## src/logic/conv_data_pkg.sv

```systemverilog
`default_nettype none

// numeric formats and host write word layout for the convolution engine
package conv_data_pkg;

    // row and column index width
    localparam int COORD_W = 4;

    // storage bounds of the on-chip image
    localparam int IMG_MAX_W = 16;
    localparam int IMG_MAX_H = 16;

    // sample and coefficient formats
    typedef logic signed [7:0] pixel_t;
    typedef logic signed [7:0] weight_t;

    // 9 products of 8x8 bits fit in 20 bits
    typedef logic signed [19:0] acc_t;
    typedef logic signed [15:0] result_t;

    typedef logic [COORD_W-1:0] coord_t;

    // clamp limits of result_t, held in accumulator width
    localparam acc_t RES_MAX = 20'sd32767;
    localparam acc_t RES_MIN = -20'sd32768;

    // one kernel-row worth of image taps
    typedef struct packed {
        pixel_t left;
        pixel_t mid;
        pixel_t right;
    } pixel_row_t;

    // what a host write targets
    typedef enum logic {
        WR_PIXEL  = 1'b0,
        WR_WEIGHT = 1'b1
    } wr_kind_e;

    // pixel view of the address byte
    typedef struct packed {
        coord_t row;
        coord_t col;
    } pix_addr_t;

    // weight view, kernel indices sit in the low bits of each nibble
    typedef struct packed {
        logic [1:0] pad_row;
        logic [1:0] krow;
        logic [1:0] pad_col;
        logic [1:0] kcol;
    } wgt_addr_t;

    typedef union packed {
        pix_addr_t pix;
        wgt_addr_t wgt;
    } wr_addr_u;

    // full host word, one per strobe
    typedef struct packed {
        wr_kind_e   kind;
        wr_addr_u   addr;
        logic [7:0] data;
    } wr_cmd_t;

endpackage

`default_nettype wire

```

## src/logic/conv_ctrl_pkg.sv

```systemverilog
`default_nettype none

// sequencer states and the control bundle sent to the datapath
package conv_ctrl_pkg;

    // one patch walks load through check_done
    typedef enum logic [2:0] {
        IDLE            = 3'd0,
        LOAD            = 3'd1,
        MAC0            = 3'd2,
        MAC1            = 3'd3,
        MAC2            = 3'd4,
        ACC             = 3'd5,
        UPDATE_COUNTERS = 3'd6,
        CHECK_DONE      = 3'd7
    } ctrl_state_e;

    // kernel row select values
    localparam logic [1:0] SEL_ROW0 = 2'd0;
    localparam logic [1:0] SEL_ROW1 = 2'd1;
    localparam logic [1:0] SEL_ROW2 = 2'd2;

    // control lines shared by buffer, counters and mac
    typedef struct packed {
        logic       load;
        logic       flush_acc;
        logic [1:0] mux_sel;
        logic       acc_enable;
        logic       counter_enable;
    } ctrl_bundle_t;

    // all lines quiet
    localparam ctrl_bundle_t CTRL_NONE = '0;

endpackage

`default_nettype wire

```

## src/logic/conv_control.sv

```systemverilog
`timescale 1ns/1ps
`default_nettype none

// per-patch sequencer, one state per cycle
module conv_control (
    input  wire logic                        clk,
    input  wire logic                        rst_n,
    input  wire logic                        start,
    input  wire logic                        last,
    output conv_ctrl_pkg::ctrl_bundle_t      ctrl,
    output logic                             busy,
    output logic                             done
);

    conv_ctrl_pkg::ctrl_state_e state;
    conv_ctrl_pkg::ctrl_state_e next_state;

    // state register
    always_ff @(posedge clk or negedge rst_n)
    begin
        if (!rst_n)
            state <= conv_ctrl_pkg::IDLE;
        else
            state <= next_state;
    end

    // next state and bundle decode
    always_comb
    begin
        // quiet bundle unless a state says otherwise
        ctrl       = conv_ctrl_pkg::CTRL_NONE;
        next_state = state;

        case (state)
            conv_ctrl_pkg::IDLE:
            begin
                // start only honoured here
                if (start)
                    next_state = conv_ctrl_pkg::LOAD;
            end

            conv_ctrl_pkg::LOAD:
            begin
                ctrl.load      = 1'b1;
                ctrl.flush_acc = 1'b1;
                next_state     = conv_ctrl_pkg::MAC0;
            end

            conv_ctrl_pkg::MAC0:
            begin
                ctrl.mux_sel = conv_ctrl_pkg::SEL_ROW0;
                next_state   = conv_ctrl_pkg::MAC1;
            end

            conv_ctrl_pkg::MAC1:
            begin
                ctrl.mux_sel = conv_ctrl_pkg::SEL_ROW1;
                next_state   = conv_ctrl_pkg::MAC2;
            end

            conv_ctrl_pkg::MAC2:
            begin
                ctrl.mux_sel = conv_ctrl_pkg::SEL_ROW2;
                next_state   = conv_ctrl_pkg::ACC;
            end

            conv_ctrl_pkg::ACC:
            begin
                // mac registers the clamped sum here
                ctrl.acc_enable = 1'b1;
                next_state      = conv_ctrl_pkg::UPDATE_COUNTERS;
            end

            conv_ctrl_pkg::UPDATE_COUNTERS:
            begin
                ctrl.counter_enable = 1'b1;
                next_state          = conv_ctrl_pkg::CHECK_DONE;
            end

            conv_ctrl_pkg::CHECK_DONE:
            begin
                // last was raised by the counter step just before
                if (last)
                    next_state = conv_ctrl_pkg::IDLE;
                else
                    next_state = conv_ctrl_pkg::LOAD;
            end

            default:
            begin
                next_state = conv_ctrl_pkg::IDLE;
            end
        endcase
    end

    // one-cycle done after the final check
    always_ff @(posedge clk or negedge rst_n)
    begin
        if (!rst_n)
            done <= 1'b0;
        else
            done <= (state == conv_ctrl_pkg::CHECK_DONE) && last;
    end

    assign busy = (state != conv_ctrl_pkg::IDLE);

    // row select only ever names one of three kernel rows
    a_mux_sel_range: assert property (
        @(posedge clk) disable iff (!rst_n) ctrl.mux_sel != 2'd3
    );

endmodule

`default_nettype wire

```

## src/logic/image_buffer.sv

```systemverilog
`timescale 1ns/1ps
`default_nettype none

// on-chip image and kernel storage
// host writes land at the sampling edge, reads are combinational
module image_buffer #(
    parameter int IMG_W = 8
) (
    input  wire logic                                clk,
    input  wire logic                                rst_n,
    input  wire logic                                wr_strobe,
    input  wire conv_data_pkg::wr_cmd_t              wr_cmd,
    input  wire conv_ctrl_pkg::ctrl_bundle_t         ctrl,
    input  wire conv_data_pkg::coord_t               row,
    input  wire conv_data_pkg::coord_t               col,
    output conv_data_pkg::pixel_row_t                pixels,
    output conv_data_pkg::weight_t [2:0]             weights
);

    // pixel array at full bound, only IMG_W columns used
    conv_data_pkg::pixel_t pixel_mem [conv_data_pkg::IMG_MAX_H][conv_data_pkg::IMG_MAX_W];

    // 3x3 kernel
    conv_data_pkg::weight_t wgt_reg [3][3];

    logic pix_wr;
    logic wgt_wr;

    conv_data_pkg::coord_t rd_row;
    conv_data_pkg::coord_t col_mid;
    conv_data_pkg::coord_t col_right;

    // decode through the view chosen by kind
    assign pix_wr = wr_strobe
                 && (wr_cmd.kind == conv_data_pkg::WR_PIXEL)
                 && (int'(wr_cmd.addr.pix.col) < IMG_W);

    // kernel index 3 does not exist
    assign wgt_wr = wr_strobe
                 && (wr_cmd.kind == conv_data_pkg::WR_WEIGHT)
                 && (wr_cmd.addr.wgt.krow != 2'd3)
                 && (wr_cmd.addr.wgt.kcol != 2'd3);

    // image store
    always_ff @(posedge clk)
    begin
        if (pix_wr)
            pixel_mem[wr_cmd.addr.pix.row][wr_cmd.addr.pix.col] <= wr_cmd.data;
    end

    // kernel store, zero kernel out of reset
    always_ff @(posedge clk or negedge rst_n)
    begin
        if (!rst_n)
            wgt_reg <= '{default: '0};
        else if (wgt_wr)
            wgt_reg[wr_cmd.addr.wgt.krow][wr_cmd.addr.wgt.kcol] <= wr_cmd.data;
    end

    // patch row picked by the mac step
    assign rd_row    = row + {2'b00, ctrl.mux_sel};
    assign col_mid   = col + 4'd1;
    assign col_right = col + 4'd2;

    assign pixels.left  = pixel_mem[rd_row][col];
    assign pixels.mid   = pixel_mem[rd_row][col_mid];
    assign pixels.right = pixel_mem[rd_row][col_right];

    // weight index matches tap order left to right
    assign weights[0] = wgt_reg[ctrl.mux_sel][0];
    assign weights[1] = wgt_reg[ctrl.mux_sel][1];
    assign weights[2] = wgt_reg[ctrl.mux_sel][2];

    // host never addresses a column past the image width
    a_pix_col_range: assert property (
        @(posedge clk) disable iff (!rst_n)
        (wr_strobe && (wr_cmd.kind == conv_data_pkg::WR_PIXEL))
            |-> (int'(wr_cmd.addr.pix.col) < IMG_W)
    );

endmodule

`default_nettype wire

```

## src/logic/patch_counter.sv

```systemverilog
`timescale 1ns/1ps
`default_nettype none

// patch origin in row-major order, no padding
module patch_counter #(
    parameter int IMG_W = 8,
    parameter int IMG_H = 6
) (
    input  wire logic                        clk,
    input  wire logic                        rst_n,
    input  wire conv_ctrl_pkg::ctrl_bundle_t ctrl,
    output conv_data_pkg::coord_t            row,
    output conv_data_pkg::coord_t            col,
    output logic                             last
);

    // last valid origin on each axis
    localparam conv_data_pkg::coord_t COL_LAST = conv_data_pkg::coord_t'(IMG_W - 3);
    localparam conv_data_pkg::coord_t ROW_LAST = conv_data_pkg::coord_t'(IMG_H - 3);

    always_ff @(posedge clk or negedge rst_n)
    begin
        if (!rst_n)
        begin
            row  <= '0;
            col  <= '0;
            last <= 1'b0;
        end
        else
        begin
            // stale last from a previous run dropped at first load
            if (ctrl.load)
                last <= 1'b0;

            if (ctrl.counter_enable)
            begin
                if (col == COL_LAST)
                begin
                    col <= '0;
                    if (row == ROW_LAST)
                    begin
                        // final patch done, rewind for next run
                        row  <= '0;
                        last <= 1'b1;
                    end
                    else
                    begin
                        row <= row + 1'b1;
                    end
                end
                else
                begin
                    col <= col + 1'b1;
                end
            end
        end
    end

    // origin always inside the valid-patch window
    a_origin_range: assert property (
        @(posedge clk) disable iff (!rst_n) (row <= ROW_LAST) && (col <= COL_LAST)
    );

endmodule

`default_nettype wire

```

## src/logic/mac_unit.sv

```systemverilog
`timescale 1ns/1ps
`default_nettype none

// three-tap row mac, 20-bit accumulate, clamp to 16 bits
module mac_unit (
    input  wire logic                        clk,
    input  wire logic                        rst_n,
    input  wire conv_ctrl_pkg::ctrl_bundle_t ctrl,
    input  wire conv_data_pkg::pixel_row_t   pixels,
    input  wire conv_data_pkg::weight_t [2:0] weights,
    output logic                             res_valid,
    output conv_data_pkg::result_t           res_data
);

    // high in the cycle after load, marks mac0
    logic load_q;
    logic mac_en;

    conv_data_pkg::acc_t acc;
    conv_data_pkg::acc_t prod_l;
    conv_data_pkg::acc_t prod_m;
    conv_data_pkg::acc_t prod_r;
    conv_data_pkg::result_t sat_val;

    always_ff @(posedge clk or negedge rst_n)
    begin
        if (!rst_n)
            load_q <= 1'b0;
        else
            load_q <= ctrl.load;
    end

    // mac states carry no other control bit
    // mux_sel 0 is shared with idle and load, so row 0 needs load_q
    assign mac_en = !ctrl.load
                 && !ctrl.acc_enable
                 && !ctrl.counter_enable
                 && ((ctrl.mux_sel != 2'd0) || load_q);

    // products widened first so sign is kept
    assign prod_l = conv_data_pkg::acc_t'(pixels.left)  * conv_data_pkg::acc_t'(weights[0]);
    assign prod_m = conv_data_pkg::acc_t'(pixels.mid)   * conv_data_pkg::acc_t'(weights[1]);
    assign prod_r = conv_data_pkg::acc_t'(pixels.right) * conv_data_pkg::acc_t'(weights[2]);

    // accumulator
    always_ff @(posedge clk)
    begin
        if (ctrl.flush_acc)
            acc <= '0;
        else if (mac_en)
            acc <= acc + prod_l + prod_m + prod_r;
    end

    // clamp to result range
    always_comb
    begin
        if (acc > conv_data_pkg::RES_MAX)
            sat_val = 16'sh7fff;
        else if (acc < conv_data_pkg::RES_MIN)
            sat_val = 16'sh8000;
        else
            sat_val = conv_data_pkg::result_t'(acc);
    end

    // result held until the next patch
    always_ff @(posedge clk)
    begin
        if (ctrl.acc_enable)
            res_data <= sat_val;
    end

    // strobe lands in the update_counters cycle
    always_ff @(posedge clk or negedge rst_n)
    begin
        if (!rst_n)
            res_valid <= 1'b0;
        else
            res_valid <= ctrl.acc_enable;
    end

endmodule

`default_nettype wire

```

## src/logic/conv_top.sv

```systemverilog
`timescale 1ns/1ps
`default_nettype none

// 3x3 convolution engine top
module conv_top #(
    parameter int IMG_W = 8,
    parameter int IMG_H = 6
) (
    input  wire logic                    clk,
    input  wire logic                    rst_n,
    input  wire logic                    wr_strobe,
    input  wire conv_data_pkg::wr_cmd_t  wr_cmd,
    input  wire logic                    start,
    output logic                         busy,
    output logic                         done,
    output logic                         res_valid,
    output conv_data_pkg::result_t       res_data
);

    // sequencer to datapath
    conv_ctrl_pkg::ctrl_bundle_t ctrl;

    // patch origin and end-of-image flag
    conv_data_pkg::coord_t row;
    conv_data_pkg::coord_t col;
    logic                  last;

    // current kernel row operands
    conv_data_pkg::pixel_row_t    pixels;
    conv_data_pkg::weight_t [2:0] weights;

    conv_control i_control (
        .clk   (clk),
        .rst_n (rst_n),
        .start (start),
        .last  (last),
        .ctrl  (ctrl),
        .busy  (busy),
        .done  (done)
    );

    patch_counter #(
        .IMG_W (IMG_W),
        .IMG_H (IMG_H)
    ) i_counter (
        .clk   (clk),
        .rst_n (rst_n),
        .ctrl  (ctrl),
        .row   (row),
        .col   (col),
        .last  (last)
    );

    image_buffer #(
        .IMG_W (IMG_W)
    ) i_buffer (
        .clk       (clk),
        .rst_n     (rst_n),
        .wr_strobe (wr_strobe),
        .wr_cmd    (wr_cmd),
        .ctrl      (ctrl),
        .row       (row),
        .col       (col),
        .pixels    (pixels),
        .weights   (weights)
    );

    mac_unit i_mac (
        .clk       (clk),
        .rst_n     (rst_n),
        .ctrl      (ctrl),
        .pixels    (pixels),
        .weights   (weights),
        .res_valid (res_valid),
        .res_data  (res_data)
    );

endmodule

`default_nettype wire

```

## config.mk

```make
export PLATFORM = sky130hd
export DESIGN_NAME = conv_top
export DESIGN_NICKNAME = d
export VERILOG_FILES = /design/src/logic/conv_data_pkg.sv /design/src/logic/conv_ctrl_pkg.sv /design/src/logic/conv_control.sv /design/src/logic/image_buffer.sv /design/src/logic/patch_counter.sv /design/src/logic/mac_unit.sv /design/src/logic/conv_top.sv
export SDC_FILE = /design/constraint.sdc
export NUM_CORES = 2
export LEC_CHECK = 0
export ABC_AREA = 1
export ABC_CLOCK_PERIOD_IN_PS = 11580
export BUFFER_PORTS_ARGS = -buffer_cell sky130_fd_sc_hd__buf_4
export CAP_MARGIN = 20
export CORE_MARGIN = 2
export CORE_UTILIZATION = 39
export CTS_BUF_LIST = sky130_fd_sc_hd__clkbuf_4 sky130_fd_sc_hd__clkbuf_8 sky130_fd_sc_hd__clkbuf_16
export DETAILED_ROUTE_END_ITERATION = 16
export GPL_TIMING_DRIVEN = 0
export PLACE_DENSITY = 0.52
export REMOVE_ABC_BUFFERS = 1
export SYNTH_ARGS = -nofsm -noshare
export SYNTH_HDL_FRONTEND = slang
export SYNTH_SLANG_ARGS = --single-unit
```

## constraint.sdc

```tcl
create_clock -name clk -period 11.58 [get_ports clk]
set_clock_uncertainty 0.15 [all_clocks]
set_input_delay 2.316 -clock clk [delete_from_list [all_inputs] [get_ports clk]]
set_output_delay 2.316 -clock clk [all_outputs]
set_load 0.01 [all_outputs]
```

==> impl_metrics.xml <==
<?xml version="1.0" encoding="UTF-8"?>
<metrics>
  <group name="critical_path">
    <metric name="critical_path.endpoint_type" unit="">flop</metric>
    <metric name="cp.required" unit="ns">12.23</metric>
    <metric name="crit_path_start" unit="">i_control.state[1]</metric>
    <metric name="critical_path.startpoint_type" unit="">flop</metric>
    <metric name="reg2reg_setup_slack" unit="ns">0.44</metric>
    <metric name="worst_r2r_endpoint" unit="">i_mac.acc[18]</metric>
    <metric name="cp_max_fo" unit="">25</metric>
    <metric name="worst-setup-path-type" unit="">reg -&gt; reg</metric>
    <metric name="setup.worst_path.end" unit="">i_mac.acc[18]</metric>
    <metric name="timing.reg2reg.worst_path_depth" unit="">55</metric>
    <metric name="critPathMaxStageDelay" unit="ns">0.86</metric>
    <metric name="crit-reg2reg-launch" unit="">i_control.state[1]</metric>
    <metric name="cp.buffers_inverters" unit="">17</metric>
    <metric name="critical_path_arrival" unit="ns">11.79</metric>
    <metric name="worst_path_dominant_cell_family" unit="">adder cells</metric>
    <metric name="timing.critical_path.depth" unit="">55</metric>
    <metric name="slowest_stage" unit="">fa_4</metric>
  </group>
  <group name="drt">
    <metric name="drtPass1Iterations" unit="">8</metric>
    <metric name="post_drt_via_cell_ratio" unit="">5.033</metric>
    <metric name="dr_total_vias" unit="">69050</metric>
    <metric name="drcViolationCount" unit="">0</metric>
    <metric name="antenna_violating_nets_post_route" unit="">0</metric>
    <metric name="post_drt_wl_per_cell" unit="um">20.69</metric>
    <metric name="totalWireLength" unit="um">283900</metric>
    <metric name="first_iter_violations" unit="">6257</metric>
  </group>
  <group name="floorplanning">
    <metric name="floorplan.io_pins" unit="">40</metric>
    <metric name="die_area" unit="mm^2">0.2607</metric>
    <metric name="num_rows" unit="">185</metric>
    <metric name="core_area" unit="mm^2">0.2546</metric>
    <metric name="die_h" unit="um">510.6</metric>
    <metric name="start_util" unit="%">39.31</metric>
    <metric name="fp.dieW" unit="um">510.6</metric>
  </group>
  <group name="synthesis">
    <metric name="synth_cells" unit="">9245</metric>
    <metric name="netlist.top_cell.by_area" unit="">edfxtp_1</metric>
    <metric name="asyncSetResetFlopFracSynth" unit="%">4.007</metric>
    <metric name="yosys.area.top_type_share" unit="%">61.93</metric>
    <metric name="synth-main-ff-cell" unit="">edfxtp_1</metric>
    <metric name="synthesis.yosys.warnings" unit="">0</metric>
    <metric name="syn-mean-instance-area" unit="um^2">10.83</metric>
    <metric name="synth_area_leaders" unit="">edfxtp_1 (62%), nand3_1 (11%), nand2_1 (9.9%)</metric>
    <metric name="synth.cell_area" unit="mm^2">0.1001</metric>
    <metric name="synth-edff-count" unit="">2064</metric>
    <metric name="synth_top_cells_by_count" unit="">nand2_1 (2,641), nand3_1 (2,190), edfxtp_1 (2,064)</metric>
    <metric name="synth_sequential_area_ratio" unit="%">64.50</metric>
    <metric name="synthMostInstantiatedCell" unit="">nand2_1</metric>
    <metric name="synth_cell_type_count" unit="">50</metric>
    <metric name="yosys_register_bits" unit="">2171</metric>
  </group>
  <group name="timing">
    <metric name="fin_setup_tns" unit="ns">0</metric>
    <metric name="relSlewSlack" unit="%">23.18</metric>
    <metric name="max_freq" unit="MHz">89.77</metric>
    <metric name="timing.final.crit_period" unit="ns">11.14</metric>
    <metric name="holdWs" unit="ns">0.3084</metric>
    <metric name="timing.final.max_slew_violations" unit="">0</metric>
    <metric name="tightest_slew" unit="ns">1.152</metric>
    <metric name="final.period_utilization" unit="%">96.20</metric>
    <metric name="final_hold_viol_count" unit="">0</metric>
    <metric name="setup-violations-final" unit="">0</metric>
  </group>
  <group name="global_routing">
    <metric name="via_count_of_the_first_global_routing_pass" unit="">66300</metric>
    <metric name="grt_max_degree" unit="">207</metric>
    <metric name="antenna_found_initial" unit="">11</metric>
    <metric name="overflow" unit="">0</metric>
    <metric name="grt_pass1_wl" unit="um">417100</metric>
    <metric name="grtUsageTotal" unit="%">21.29</metric>
  </group>
  <group name="layout">
    <metric name="postLayoutCoreUtil" unit="%">45.94</metric>
    <metric name="layout-area-overhead-vs-synth" unit="%">16.88</metric>
    <metric name="layout.filler_cells" unit="">23920</metric>
    <metric name="final_net_count" unit="">10500</metric>
    <metric name="largest_reg_flops" unit="">2048</metric>
    <metric name="drive_gt1_share" unit="%">6.723</metric>
  </group>
  <group name="place">
    <metric name="routabilityCongestion" unit="">0.8754</metric>
    <metric name="dp_hpwl" unit="um">158500</metric>
    <metric name="io_buffers" unit="">39</metric>
  </group>
  <group name="cts">
    <metric name="number_of_cts_inserted_buffers" unit="">226</metric>
    <metric name="cts-root-to-sink-buffers" unit="">3</metric>
    <metric name="cts_htree_levels" unit="">4</metric>
    <metric name="worstSkewPairLatency" unit="ns">0.89</metric>
    <metric name="clk_pin_slew_worst_paths" unit="ns">0.06</metric>
    <metric name="clock_sink_count" unit="">2171</metric>
    <metric name="tritoncts" unit="">done</metric>
    <metric name="cts_hold_repair.buffers" unit="">0</metric>
    <metric name="clockRootBuffer" unit="">clkbuf_16</metric>
  </group>
  <group name="run">
    <metric name="cap_violations" unit="">0</metric>
  </group>
  <group name="outcome">
    <metric name="status" unit="">complete, no violations</metric>
  </group>
  <group name="min_path">
    <metric name="hold_path_class" unit="">reg -&gt; reg</metric>
  </group>
</metrics>
==> kinds of logic (layout without fill, tap and decap cells) <==
| family | Yosys count | after routing | share of synthesized area, % |
|---|---|---|---|
| flops | 2171 | 2171 | 64.50 |
| buf+inv | 1102 | 1183 | 4.993 |
| other cells | 1 | 1027 | 0.003747 |
| simple gates | 5273 | 5276 | 22.74 |
| compound gates | 317 | 317 | 1.716 |
| fa+ha+maj | 314 | 314 | 5.456 |
| xor+xnor | 67 | 67 | 0.5863 |
==> cells in the final DEF (no fill, tap or decap), types with 11 or more instances in the layout <==
cell type and instances:
buf_12 11, clkbuf_16 244, ha_1 104, fa_1 202, clkbuf_4 50, dfrtp_1 82, conb_1 1024, clkinv_2 29
clkinv_1 73, nand2_2 22, buf_16 65, nand3_2 35, nand3_1 2150, nand2_1 2620, nand2_4 13, edfxtp_1 2064
o211ai_1 17, nor2_1 356, or2_2 42, xnor2_1 33, o21ai_0 140, bufbuf_16 18, dfxtp_1 20, o21ai_1 21
a21oi_1 103, inv_1 564, xor2_1 29, buf_4 63, bufinv_16 20
==> worst min-delay path by stage <==
stage	endpoint	cells past startpoint	startpoint	slack, ns
final	i_mac.res_data[15]	0	i_mac.acc[19]	0.31
after floorplan	i_mac.res_data[15]	0	i_mac.acc[19]	0.26
after detailed placement	i_mac.res_data[15]	0	i_mac.acc[19]	0.30
after CTS	i_mac.res_data[15]	0	i_mac.acc[19]	0.32
after global routing	i_mac.res_data[15]	0	i_mac.acc[19]	0.34
after global placement	i_mac.res_data[15]	0	i_mac.acc[19]	0.28
==> through the flow <==
stage | std cells | area [um^2] | setup WS (ns)
3_5_place_dp | 13230 | 107600 | -2.864
3_3_place_gp | 13150 | 105600 | -111.44
2_1_floorplan | 9747 | 101100 | -37.88
6_report | 13720 | 117000 | 0.4406
5_1_grt | 13720 | 117000 | -0.03081
4_1_cts | 13680 | 116100 | 0.003968
==> per-layer routing <==
layer / part of all wire [%] / GRT usage [%] / vias to the layer above
li1: - / - / 32610
met1: 44 / 29.31 / 34030
met2: 47 / 34.72 / 1998
met3: 5.9 / 3.337 / 410
met4: 2.9 / 6.398 / 0
met5: 0 / 0 / -
==> cell type report <==
cell class              count  area, um^2  area share (%)
inverters                 581        2247           1.921
clock inverters           134        1252           1.071
repair buffers            183        3587           3.067
multi-input cells        6998       34910           29.85
flip-flops and latches   2171       64570           55.20
clock buffers             281        6151           5.258
well taps                3366        4212           3.600
diodes                      3       7.507        0.006418
repair inverters            4       37.54         0.03209
==> worst reg2reg max path: cells and delay by family, from the launching register on <==
family | cells | cell delay, ns
AO/OA/AOI/OAI | 3 | 0.36
XOR/XNOR | 2 | 0.33
adder cells (fa/ha/maj) | 10 | 4.87
buffers and inverters | 17 | 2.15
flip-flops | 1 | 0.40
AND/OR/NAND/NOR | 23 | 2.82
==> repair_timing <==
item	4_1_cts	5_1_grt
endpoints found under the hold margin	0	0
gates resized for setup	38	76
setup endpoints to repair	16	10
pin swaps	6	10
buffers inserted	8	21
cloned	29	17
Power is not shown: default switching activity piles up to over one toggle a cycle in this logic, so the estimate is an artifact.
